### src/common/rv_pkg.sv
package rv_pkg;

    // --------------------
    // basic ISA widths.
    // --------------------
    typedef logic [31:0] addr_t;   // byte address of an instruction.
    typedef logic [31:0] inst_t;   // one RV32I instruction word.
    typedef logic [6:0]  opcode_t; // low seven bits, the major opcode.

    localparam opcode_t OPCODE_JAL    = 7'b1101111;
    localparam opcode_t OPCODE_BRANCH = 7'b1100011;

    localparam addr_t RESET_PC   = 32'h0000_0000;
    localparam addr_t INST_BYTES = 32'd4; // no compressed instructions.

    // --------------------
    // field extraction.
    // --------------------
    function automatic opcode_t opcode_of(inst_t inst);
        return inst[6:0];
    endfunction

    // J-type offset, sign extended, bit 0 always zero.
    function automatic addr_t imm_j(inst_t inst);
        return {{12{inst[31]}}, inst[19:12], inst[20], inst[30:21], 1'b0};
    endfunction

    // B-type offset, sign extended, bit 0 always zero.
    function automatic addr_t imm_b(inst_t inst);
        return {{20{inst[31]}}, inst[7], inst[30:25], inst[11:8], 1'b0};
    endfunction

endpackage

### src/common/fetch_pkg.sv
package fetch_pkg;

    typedef enum logic [0:0] {
        FETCH_IDLE,
        FETCH_WAIT_MEM
    } fetch_state_t;

    // --------------------
    // instruction cache.
    // --------------------
    localparam int IC_INDEX_BITS = 6;
    localparam int IC_LINES      = 1 << IC_INDEX_BITS;
    localparam int IC_TAG_BITS   = 32 - IC_INDEX_BITS - 2; // one word per line.

    typedef logic [IC_INDEX_BITS-1:0] ic_index_t; // address bits 7:2.
    typedef logic [IC_TAG_BITS-1:0]   ic_tag_t;   // address bits 31:8.

    // --------------------
    // branch predictor.
    // --------------------
    localparam int BP_INDEX_BITS = 5;
    localparam int BP_ENTRIES    = 1 << BP_INDEX_BITS;

    typedef logic [BP_INDEX_BITS-1:0] bp_index_t; // address bits 6:2.
    typedef logic [1:0]               counter_t;

    localparam counter_t COUNTER_INIT  = 2'd1; // weakly not taken.
    localparam counter_t COUNTER_TAKEN = 2'd2; // predicts taken from here up.
    localparam counter_t COUNTER_MAX   = 2'd3;

endpackage

### src/icache/icache.sv
`timescale 1ns/1ps

module icache (
    input  logic          clk_in,
    input  logic          rst_in,
    input  logic          rdy_in,
    input  logic          clr_in,

    input  rv_pkg::addr_t lookup_addr,
    output logic          hit,
    output rv_pkg::inst_t hit_inst,

    input  logic          fill_valid,
    input  rv_pkg::addr_t fill_addr,
    input  rv_pkg::inst_t fill_inst
);

    localparam int INDEX_LO = 2;
    localparam int INDEX_HI = INDEX_LO + fetch_pkg::IC_INDEX_BITS - 1;
    localparam int TAG_LO   = INDEX_HI + 1;

    logic [fetch_pkg::IC_LINES-1:0] line_valid;
    fetch_pkg::ic_tag_t             line_tag  [fetch_pkg::IC_LINES];
    rv_pkg::inst_t                  line_data [fetch_pkg::IC_LINES];

    fetch_pkg::ic_index_t lookup_index;
    fetch_pkg::ic_tag_t   lookup_tag;
    fetch_pkg::ic_index_t fill_index;
    fetch_pkg::ic_tag_t   fill_tag;

    // --------------------
    // address split.
    // --------------------
    assign lookup_index = lookup_addr[INDEX_HI:INDEX_LO];
    assign lookup_tag   = lookup_addr[31:TAG_LO];
    assign fill_index   = fill_addr[INDEX_HI:INDEX_LO];
    assign fill_tag     = fill_addr[31:TAG_LO];

    // --------------------
    // lookup.
    // --------------------
    // The compare is purely combinational so the fetcher can issue
    // a hit on the very next edge.
    always_comb begin
        hit      = line_valid[lookup_index] && (line_tag[lookup_index] == lookup_tag);
        hit_inst = line_data[lookup_index];
    end

    // --------------------
    // valid bits.
    // --------------------
    always_ff @(posedge clk_in) begin
        if (rst_in) begin
            line_valid <= '0;
        end else if (rdy_in) begin
            if (clr_in) begin
                line_valid <= '0; // fence.i drops every line at once.
            end else if (fill_valid) begin
                line_valid[fill_index] <= 1'b1;
            end
        end
    end

    // tag and data arrays, written only by a fill.
    always_ff @(posedge clk_in) begin
        if (rdy_in && fill_valid) begin
            line_tag[fill_index]  <= fill_tag;
            line_data[fill_index] <= fill_inst;
        end
    end

endmodule

### src/predictor/branch_predictor.sv
`timescale 1ns/1ps

module branch_predictor (
    input  logic          clk_in,
    input  logic          rst_in,
    input  logic          rdy_in,

    input  rv_pkg::addr_t pc,
    input  rv_pkg::inst_t inst,
    output rv_pkg::addr_t next_pc,
    output logic          taken,

    input  logic          commit,
    input  rv_pkg::addr_t commit_pc,
    input  logic          commit_taken
);

    localparam int INDEX_LO = 2;
    localparam int INDEX_HI = INDEX_LO + fetch_pkg::BP_INDEX_BITS - 1;

    fetch_pkg::counter_t  counters [fetch_pkg::BP_ENTRIES];

    fetch_pkg::bp_index_t lookup_index;
    fetch_pkg::bp_index_t commit_index;
    fetch_pkg::counter_t  lookup_counter;
    fetch_pkg::counter_t  commit_counter;
    rv_pkg::opcode_t      opcode;
    logic                 is_jal;
    logic                 is_branch;
    rv_pkg::addr_t        offset;

    assign lookup_index   = pc[INDEX_HI:INDEX_LO];
    assign commit_index   = commit_pc[INDEX_HI:INDEX_LO];
    assign lookup_counter = counters[lookup_index];
    assign commit_counter = counters[commit_index];

    // --------------------
    // next pc.
    // --------------------
    assign opcode    = rv_pkg::opcode_of(inst);
    assign is_jal    = (opcode == rv_pkg::OPCODE_JAL);
    assign is_branch = (opcode == rv_pkg::OPCODE_BRANCH);
    assign offset    = is_jal ? rv_pkg::imm_j(inst) : rv_pkg::imm_b(inst);

    // jalr and everything else fall through to pc+4.
    assign taken   = is_jal || (is_branch && (lookup_counter >= fetch_pkg::COUNTER_TAKEN));
    assign next_pc = taken ? (pc + offset) : (pc + rv_pkg::INST_BYTES);

    // --------------------
    // training.
    // --------------------
    always_ff @(posedge clk_in) begin
        if (rst_in) begin
            for (int i = 0; i < fetch_pkg::BP_ENTRIES; i++) begin
                counters[i] <= fetch_pkg::COUNTER_INIT;
            end
        end else if (rdy_in && commit) begin
            if (commit_taken) begin
                if (commit_counter != fetch_pkg::COUNTER_MAX) begin
                    counters[commit_index] <= commit_counter + 2'd1; // saturates at 3.
                end
            end else if (commit_counter != '0) begin
                counters[commit_index] <= commit_counter - 2'd1;
            end
        end
    end

endmodule

### src/fetch/instruction_fetcher.sv
`timescale 1ns/1ps

module instruction_fetcher (
    input  logic            clk_in,
    input  logic            rst_in,
    input  logic            rdy_in,
    input  logic            stall,

    input  logic            ic_hit,
    input  rv_pkg::inst_t   ic_hit_inst,
    output rv_pkg::addr_t   ic_lookup_addr,
    output logic            ic_fill_valid,
    output rv_pkg::addr_t   ic_fill_addr,
    output rv_pkg::inst_t   ic_fill_inst,

    output rv_pkg::addr_t   bp_pc,
    output rv_pkg::inst_t   bp_inst,
    input  rv_pkg::addr_t   bp_next_pc,
    input  logic            bp_taken,

    input  logic            mc_to_if_ready,
    input  rv_pkg::inst_t   mc_to_if_inst,
    output logic            if_to_mc_req,
    output rv_pkg::addr_t   if_to_mc_pc,

    output logic            if_to_dc_valid,
    output rv_pkg::addr_t   if_to_dc_pc,
    output rv_pkg::inst_t   if_to_dc_inst,
    output rv_pkg::opcode_t if_to_dc_op_type,
    output logic            if_to_dc_pred_taken,

    input  logic            rob_to_if_alter_pc_valid,
    input  rv_pkg::addr_t   rob_to_if_alter_pc
);

    fetch_pkg::fetch_state_t state;
    rv_pkg::addr_t           pc;
    logic                    discard; // reply of an abandoned miss.

    logic                    redirect;
    logic                    mem_reply;
    logic                    miss_start;
    logic                    issue;
    rv_pkg::inst_t           issue_inst;

    // --------------------
    // control decode.
    // --------------------
    assign redirect   = rob_to_if_alter_pc_valid;
    assign mem_reply  = (state == fetch_pkg::FETCH_WAIT_MEM) && mc_to_if_ready;
    assign miss_start = (state == fetch_pkg::FETCH_IDLE) && !stall && !redirect && !ic_hit;

    always_comb begin
        if (state == fetch_pkg::FETCH_IDLE) begin
            issue = !stall && !redirect && ic_hit;
        end else begin
            issue = mem_reply && !discard && !stall && !redirect;
        end
    end

    // the word being issued comes from memory only while a miss is open.
    assign issue_inst = (state == fetch_pkg::FETCH_WAIT_MEM) ? mc_to_if_inst : ic_hit_inst;

    assign ic_lookup_addr = pc;
    assign bp_pc          = pc;
    assign bp_inst        = issue_inst;

    // A reply always fills, even when it is discarded or stalled.
    assign ic_fill_valid = mem_reply;
    assign ic_fill_addr  = if_to_mc_pc;
    assign ic_fill_inst  = mc_to_if_inst;

    // --------------------
    // state, pc, strobes.
    // --------------------
    always_ff @(posedge clk_in) begin
        if (rst_in) begin
            state          <= fetch_pkg::FETCH_IDLE;
            pc             <= rv_pkg::RESET_PC;
            discard        <= 1'b0;
            if_to_mc_req   <= 1'b0;
            if_to_dc_valid <= 1'b0;
        end else if (rdy_in) begin
            if_to_dc_valid <= issue; // one cycle pulse per issued word.
            if (redirect) begin
                pc <= rob_to_if_alter_pc;
            end else if (issue) begin
                pc <= bp_next_pc;
            end
            case (state)
                fetch_pkg::FETCH_IDLE: begin
                    if (miss_start) begin
                        if_to_mc_req <= 1'b1;
                        state        <= fetch_pkg::FETCH_WAIT_MEM;
                    end
                end
                fetch_pkg::FETCH_WAIT_MEM: begin
                    if (mc_to_if_ready) begin
                        if_to_mc_req <= 1'b0;
                        discard      <= 1'b0;
                        state        <= fetch_pkg::FETCH_IDLE;
                    end else if (redirect) begin
                        discard <= 1'b1;
                    end
                end
                default: state <= fetch_pkg::FETCH_IDLE;
            endcase
        end
    end

    // --------------------
    // payload registers.
    // --------------------
    always_ff @(posedge clk_in) begin
        if (rdy_in && miss_start) begin
            if_to_mc_pc <= pc; // held for the whole miss.
        end
    end

    always_ff @(posedge clk_in) begin
        if (rdy_in && issue) begin
            if_to_dc_pc         <= pc;
            if_to_dc_inst       <= issue_inst;
            if_to_dc_op_type    <= rv_pkg::opcode_of(issue_inst);
            if_to_dc_pred_taken <= bp_taken;
        end
    end

endmodule

### src/logic/fetch_top.sv
`timescale 1ns/1ps

module fetch_top (
    input  logic            clk_in,
    input  logic            rst_in,
    input  logic            rdy_in,
    input  logic            clr_in,
    input  logic            stall,

    input  logic            mc_to_if_ready,
    input  rv_pkg::inst_t   mc_to_if_inst,
    output logic            if_to_mc_req,
    output rv_pkg::addr_t   if_to_mc_pc,

    output logic            if_to_dc_valid,
    output rv_pkg::addr_t   if_to_dc_pc,
    output rv_pkg::inst_t   if_to_dc_inst,
    output rv_pkg::opcode_t if_to_dc_op_type,
    output logic            if_to_dc_pred_taken,

    input  logic            rob_to_if_alter_pc_valid,
    input  rv_pkg::addr_t   rob_to_if_alter_pc,
    input  logic            rob_to_pr_br_commit,
    input  rv_pkg::addr_t   rob_to_pr_br_pc,
    input  logic            rob_to_pr_br_taken
);

    // --------------------
    // cache side.
    // --------------------
    rv_pkg::addr_t ic_lookup_addr;
    logic          ic_hit;
    rv_pkg::inst_t ic_hit_inst;
    logic          ic_fill_valid;
    rv_pkg::addr_t ic_fill_addr;
    rv_pkg::inst_t ic_fill_inst;

    // predictor side.
    rv_pkg::addr_t bp_pc;
    rv_pkg::inst_t bp_inst;
    rv_pkg::addr_t bp_next_pc;
    logic          bp_taken;

    icache icache_i (
        .clk_in      (clk_in),
        .rst_in      (rst_in),
        .rdy_in      (rdy_in),
        .clr_in      (clr_in),
        .lookup_addr (ic_lookup_addr),
        .hit         (ic_hit),
        .hit_inst    (ic_hit_inst),
        .fill_valid  (ic_fill_valid),
        .fill_addr   (ic_fill_addr),
        .fill_inst   (ic_fill_inst)
    );

    branch_predictor branch_predictor_i (
        .clk_in       (clk_in),
        .rst_in       (rst_in),
        .rdy_in       (rdy_in),
        .pc           (bp_pc),
        .inst         (bp_inst),
        .next_pc      (bp_next_pc),
        .taken        (bp_taken),
        .commit       (rob_to_pr_br_commit),
        .commit_pc    (rob_to_pr_br_pc),
        .commit_taken (rob_to_pr_br_taken)
    );

    instruction_fetcher instruction_fetcher_i (
        .clk_in                   (clk_in),
        .rst_in                   (rst_in),
        .rdy_in                   (rdy_in),
        .stall                    (stall),
        .ic_hit                   (ic_hit),
        .ic_hit_inst              (ic_hit_inst),
        .ic_lookup_addr           (ic_lookup_addr),
        .ic_fill_valid            (ic_fill_valid),
        .ic_fill_addr             (ic_fill_addr),
        .ic_fill_inst             (ic_fill_inst),
        .bp_pc                    (bp_pc),
        .bp_inst                  (bp_inst),
        .bp_next_pc               (bp_next_pc),
        .bp_taken                 (bp_taken),
        .mc_to_if_ready           (mc_to_if_ready),
        .mc_to_if_inst            (mc_to_if_inst),
        .if_to_mc_req             (if_to_mc_req),
        .if_to_mc_pc              (if_to_mc_pc),
        .if_to_dc_valid           (if_to_dc_valid),
        .if_to_dc_pc              (if_to_dc_pc),
        .if_to_dc_inst            (if_to_dc_inst),
        .if_to_dc_op_type         (if_to_dc_op_type),
        .if_to_dc_pred_taken      (if_to_dc_pred_taken),
        .rob_to_if_alter_pc_valid (rob_to_if_alter_pc_valid),
        .rob_to_if_alter_pc       (rob_to_if_alter_pc)
    );

endmodule

### config.mk
export PLATFORM = sky130hd
export DESIGN_NAME = fetch_top
export DESIGN_NICKNAME = d
export VERILOG_FILES = /design/src/common/rv_pkg.sv /design/src/common/fetch_pkg.sv /design/src/icache/icache.sv /design/src/predictor/branch_predictor.sv /design/src/fetch/instruction_fetcher.sv /design/src/logic/fetch_top.sv
export SDC_FILE = /design/constraint.sdc
export NUM_CORES = 2
export LEC_CHECK = 0
export BUFFER_PORTS_ARGS = -buffer_cell sky130_fd_sc_hd__buf_2
export CORE_MARGIN = 2
export CORE_UTILIZATION = 23
export CTS_CLUSTER_DIAMETER = 60
export DETAILED_ROUTE_END_ITERATION = 10
export PLACE_DENSITY_LB_ADDON = 0.1
export REMOVE_ABC_BUFFERS = 1
export SYNTH_ARGS = -nofsm -noshare
export SYNTH_HDL_FRONTEND = slang
export SYNTH_HIERARCHICAL = 1
export SYNTH_SLANG_ARGS = --single-unit
### constraint.sdc
create_clock -name clk_in -period 10.3 [get_ports clk_in]
set_clock_uncertainty 0.2 [all_clocks]
set_input_delay 2.06 -clock clk_in [delete_from_list [all_inputs] [get_ports clk_in]]
set_output_delay 2.06 -clock clk_in [all_outputs]
set_load 0.05 [all_outputs]
; ---- After elaboration in Yosys (flattened, before gate mapping)
; Memory sizes are Yosys's and may differ from the RTL's. A register that Yosys moved wholly into a read port is not among the register bits.
; Index checks and enable logic that the tools add are counted.
; Widths: inputs -> output; s select.
[op_classes]
magnitude_cmp = 4
n_div = 0
bitwise = 3
addsub = 4
eq_ne = 6
n_reduce_logical = 30
mul = 0
shift = 0
mux = 44
[ops]
columns = operator, count
row1 = $mux 32, 4
row2 = $mux 64, 2
row3 = $or 64x64->64, 1
row4 = $add 32x3->32 const B, 1
row5 = $add 32x32->32, 1
row6 = $eq 24x24->1, 1
row7 = $mux 1, 24
row8 = $mux 6, 4
row9 = $mux 20, 1
row10 = $logic_and 1x1->1, 16
row11 = $mux 5, 3
row12 = $eq 7x7->1 const B, 2
row13 = $lt 6x7->1 const B, 2
row14 = $reduce_bool 2->1, 4
row15 = $bmux 1 s6, 1
row16 = $demux 1 s6, 1
row17 = $ge 6x1->1 const B, 1
row18 = $reduce_and 3->1, 2
row19 = $logic_not 1->1, 4
row20 = $mux 2, 2
row21 = $ne 2x2->1 const B, 2
row22 = $pmux 1 s2, 2
row23 = $reduce_and 2->1, 2
row24 = $add 2x1->2 const B, 1
row25 = other kinds (7), 7
[totals]
mem_count = 3
inputBits = 105
output_inout_bits = 106
regBits = 204
romBits = 0
latch_bits = 0
ramBits = 3648
elab_cells = 105
[memory_table]
columns = name, words, width, read_ports, rd_clocked_by_memory_dff, wr, line_no
row1 = icache_i.line_data, 64, 32, 1, 1, 1, icache.sv:24  ; rv_pkg::inst_t line_data [fetch_pkg::IC_LINES];
row2 = icache_i.line_tag, 64, 24, 1, 1, 1, icache.sv:23  ; fetch_pkg::ic_tag_t line_tag [fetch_pkg::IC_LINES];
row3 = branch_predictor_i.counters, 32, 2, 2, 1, 32, branch_predictor.sv:21  ; fetch_pkg::counter_t counters [fetch_pkg::BP_ENTRIES];

; ---- Depth between registers and ports, before layout
; An unclocked memory read counts as a cell.
[logic_depth]
word_depth = 10
ltp_mapped = 30
depth_no_buf = 20

; ---- By module
; The synthesis kept the hierarchy.
[by_module_without_submodules]
columns = mod, area_per_inst_um2, seq_area_each_um2, cells_each, instances
row1 = icache, 139666.5, 108904.4, 6025, 1
row2 = branch_predictor, 6206.0, 1921.8, 659, 1
row3 = instruction_fetcher, 5656.7, 3633.5, 402, 1

; ---- Worst setup path after synthesis
; No wires, ideal clock.
[synth_path]
kind = reg-to-reg
start = register instruction_fetcher_i.pc[2], in the netlist instruction_fetcher_i/bp_pc[2]
end = register instruction_fetcher_i.pc[30], in the netlist instruction_fetcher_i/bp_pc[30]
path_stages_with_launch = 26
t_arrival_ns = 6.916
period_less_slack_ns = 7.235
path_buffers = 8
required_ns = 9.981
setup_ns = 0.119
path_slack_ns = 3.065
cell_sequence = dfxtp_1 > buf_4 > buf_6 > buf_12 > buf_6 > buf_6 > buf_2 > mux4_2 > mux4_2 > mux4_2 > mux2_2 > and4b_1 > and4_1 > clkbuf_1 > clkbuf_1 > mux2_2 > ha_1 > a21o_1 > nand4_1 > a2111o_1 > and3_1 > or4_1 > nor3b_1 > nor3_1 > nor3b_1 > o221a_2
[synth_between]
word_cells_on_any_way = 12
cone_classes = add/sub (2) / mux (6) / reduce/logical (4)
[synth_rtl]
columns = item, line_no
row1 = start: declaration, instruction_fetcher.sv:37  ; rv_pkg::addr_t pc;
row2 = start signal: assignment, instruction_fetcher.sv:79  ; pc <= rv_pkg::RESET_PC;
row3 = start signal: assignment, instruction_fetcher.sv:86  ; pc <= rob_to_if_alter_pc;
row4 = start signal: assignment, instruction_fetcher.sv:88  ; pc <= bp_next_pc;
row5 = $add 32x3->32 or $add 32x32->32 (tied branches), branch_predictor.sv:47  ; assign next_pc = taken ? (pc + offset) : (pc + rv_pkg::INST_BYTES);
row6 = $mux 32 *, branch_predictor.sv:47
row7 = via bp_next_pc[30], fetch_top.sv:41  ; rv_pkg::addr_t bp_next_pc;
row8 = $mux 32 *, instruction_fetcher.sv:87  ; end else if (issue) begin
row9 = $mux 32 *, instruction_fetcher.sv:85  ; if (redirect) begin
; Mark *: on every way through the listed nets, which the timed path passes. The rest lies on a longest branch. The select of a mux whose other input is x is not followed.
; A chain may end at the register's enable or synchronous reset.

; ---- Final worst setup path
[layout_path]
start = register instruction_fetcher_i.pc[2], in the netlist instruction_fetcher_i/bp_pc[2]
end = register instruction_fetcher_i.pc[31], in the netlist instruction_fetcher_i/bp_pc[31]
; Same word-level chain as after synthesis.

==> run_results.csv <==
group,metric,value,unit
hold_path,worst_hold_launch,"icache_i/line_valid[8]",
timing,final_setup_vio_count,0,
floorplanning,die_h,815.6,um
hold_path,hp-class,"flip-flop to flip-flop",
timing,fin_worst_hold_slack,0.2644,ns
floorplanning,core.rowCount,298,
power_and_ir_drop,leakage_component_of_the_power,53.94,nW
global_routing,wire_length_of_the_first_global_routing_pass,796.9,mm
routing,drt-vias-per-instance,4.688,
routing,wl,607.8,mm
worst_setup_path,worst-path-buf-inv,2,
worst_setup_path,critical_path_arrival,9.04,ns
clock_network,cts_num_sinks,3845,
worst_setup_path,worst_path_max_delay_cell,"dfxtp_4",
timing,grt_setup_unrepaired,"no",
logic_synthesis,synthCells,7084,
timing,worst-slew-pin-transition,1.435,ns
worst_setup_path,r2r_slack,1.94,ns
worst_setup_path,timing.critical_path.required,10.99,ns
final_layout,final_cell_mix,"edfxtp_1 (3745), mux4_2 (972), clkbuf_16 (473)",
clock_network,cts_max_level,5,
power_and_ir_drop,pwrdens,199.8,nW/um^2
timing,fin_tns_setup,0,ns
routing,via_count,78420,
clock_network,ctsHoldBuffers,0,
clock_network,tritoncts.num_buffers,468,
clock_network,cts-resized-gates,0,
clock_network,postCtsSetupRepairBufs,0,
global_routing,pin_count_of_the_biggest_net_entering_global_routing,93,
placement,finalWeightedCongestion,0.7615,
floorplanning,core_region_area,657300,sq um
clock_network,cts_root_buffer,"clkbuf_16",
worst_setup_path,r2r-start,"instruction_fetcher_i/bp_pc[2]",
floorplanning,effective_utilization_at_floorplan,23.05,%
logic_synthesis,syn_area,151500,sq um
hold_path,hold_path_depth,2,
final_layout,finish.cell_count_without_fillers,16730,
final_layout,finalNetCount,7758,
routing,drtIter0Drc,8510,
floorplanning,die-area,665300,sq um
worst_setup_path,worstPathMaxFanout,41,
final_layout,layout-area-overhead-vs-synth,18.33,%
timing,layout_worst_path_cycle_share,81.14,%
final_layout,final_layout_size_suffix_gt1_share,29.72,%
routing,post-route-drc-count,0,
global_routing,globalRoute.totalOverflow,0,
routing,wl_per_cell,36.34,um
worst_setup_path,end_kind,"flip-flop",
timing,max_freq,0.1197,GHz
routing,drt_pass1_iterations,5,
run,drv_cap,0,
hold_path,hold_crit_endpoint,"icache_i/line_valid[8]",
worst_setup_path,cp_cell_sequence,"buf_12 -> buf_4 -> mux4_2 -> mux4_2 -> mux4_2 -> mux2_2 -> and4_2 -> nor2b_1 -> a21o_1 -> ha_1 -> a2111oi_0 -> o21ai_0 -> o22ai_1 -> a211oi_1 -> o31a_1 -> o311ai_0 -> xor2_1 -> o221a_1",
timing,max-slew-margin-rel,4.310,%
placement,place.detailed.instances,15850,
worst_setup_path,timing.rr.end,"instruction_fetcher_i/bp_pc[31]",
timing,finalMaxSlewViolations,0,
floorplanning,fp.dieW,815.6,um
worst_setup_path,critical-path-max-stage-delay,0.73,ns
clock_network,cts_buffer_depth,4,
logic_synthesis,synth.avg_cell_area,21.39,sq um
logic_synthesis,ys_warn_count,6,
clock_network,clk_transition_reported_paths,0.06,ns
final_layout,most_frequent_standard_cell_in_the_layout_excluding_fill_and_tap_cells,"edfxtp_1",
final_layout,post-route-util,27.27,%
worst_setup_path,worstSetupStartpointType,"flip-flop",
worst_setup_path,critical_path.most_common_cell,"mux4_2",
global_routing,grt_pass1_vias,80420,
worst_setup_path,worst-r2r-cell-count,18,
floorplanning,top_level_ports,211,
clock_network,insertion_delay_to_the_later_sink_of_the_worst_skew_pair,1.07,ns
worst_setup_path,worstSetupPathType,"flip-flop to flip-flop",
placement,portBuffers,183,
routing,ant_nets,0,
worst_setup_path,cpLargestDelayFamily,"compound AO/OA/AOI/OAI gates",
power_and_ir_drop,worst_ir_drop_vdd,0.0001363,V
run_status,status,"finished, final reports clean",
clock_network,tritoncts,"done",
placement,hpwlAfterDp,338.9,mm
global_routing,antenna_found_initial,74,
global_routing,grt_use_total,17.77,%
timing,hold_viol,0,
timing,layout_min_cycle_time,8.357,ns
registers in the layout, indices dropped and copies added (netlist names):
name,cells
icache_i/line_data,2048
icache_i/line_tag,1536
branch_predictor_i/counters,64
icache_i/line_valid,64
instruction_fetcher_i/bp_pc,32
instruction_fetcher_i/ic_fill_addr,32
instruction_fetcher_i/if_to_dc_inst,32
instruction_fetcher_i/if_to_dc_pc,32
instruction_fetcher_i/discard,1
instruction_fetcher_i/if_to_dc_pred_taken,1
instruction_fetcher_i/if_to_dc_valid,1
instruction_fetcher_i/if_to_mc_req,1
instruction_fetcher_i/state,1
power breakdown:
part	internal (W)	switching, W	leakage [nW]
Sequential	0.0171	0.0000536	34.5
Clock	0.00953	0.00686	7.34
Combinational	0.000799	0.00144	12.1
worst min-delay path, delay by kind of cell (launching register included):
kind | cells | cell delay [ns]
simple gates | 1 | 0.07
flops | 1 | 0.32
compound gates | 1 | 0.04
how the worst max path moves through the flow:
| stage | startpoint | endpoint | slack [ns] | cells after the start |
|---|---|---|---|---|
| 3_3_place_gp | instruction_fetcher_i/bp_pc[2] | instruction_fetcher_i/bp_pc[31] | 1.68 | 18 |
| 2_1_floorplan | instruction_fetcher_i/bp_pc[2] | instruction_fetcher_i/ic_fill_addr[0] | -36.98 | 9 |
| 6_report | instruction_fetcher_i/bp_pc[2] | instruction_fetcher_i/bp_pc[31] | 1.94 | 18 |
| 3_5_place_dp | instruction_fetcher_i/bp_pc[2] | instruction_fetcher_i/bp_pc[31] | 1.82 | 18 |
| 4_1_cts | instruction_fetcher_i/bp_pc[2] | instruction_fetcher_i/bp_pc[31] | 1.80 | 18 |
| 5_1_grt | instruction_fetcher_i/bp_pc[2] | instruction_fetcher_i/bp_pc[31] | 1.39 | 18 |
per-stage QoR:
stage	total power [W]	instance area, sq um	worst slack, ns
2_1_floorplan	0.02011	148500	-36.98
3_3_place_gp	0.01981	164100	1.680
3_5_place_dp	0.01982	164100	1.818
4_1_cts	0.03632	179200	1.798
5_1_grt	0.03696	179300	1.385
6_report	0.03582	179300	1.943
metal layers:
metal / global-route usage [%] / part of all wire, % / vias to the layer above
met5: 0 / 0.0043 / -
met4: 3.569 / 2.0 / 4
met3: 2.040 / 4.3 / 631
met2: 29.96 / 49 / 2303
met1: 24.80 / 45 / 44610
li1: - / - / 30880
area by class of cell:
class / instances / area [sq um]
diodes: 14 / 35.03
clock buffers: 593 / 12350
clock inverters: 273 / 2755
fillers: 65080 / 478100
inverters: 56 / 230.2
multi-input cells: 2704 / 34400
flip-flops and latches: 3845 / 114500
well taps: 8700 / 10890
repair buffers: 543 / 4146
(Power assumes the default switching activity.)
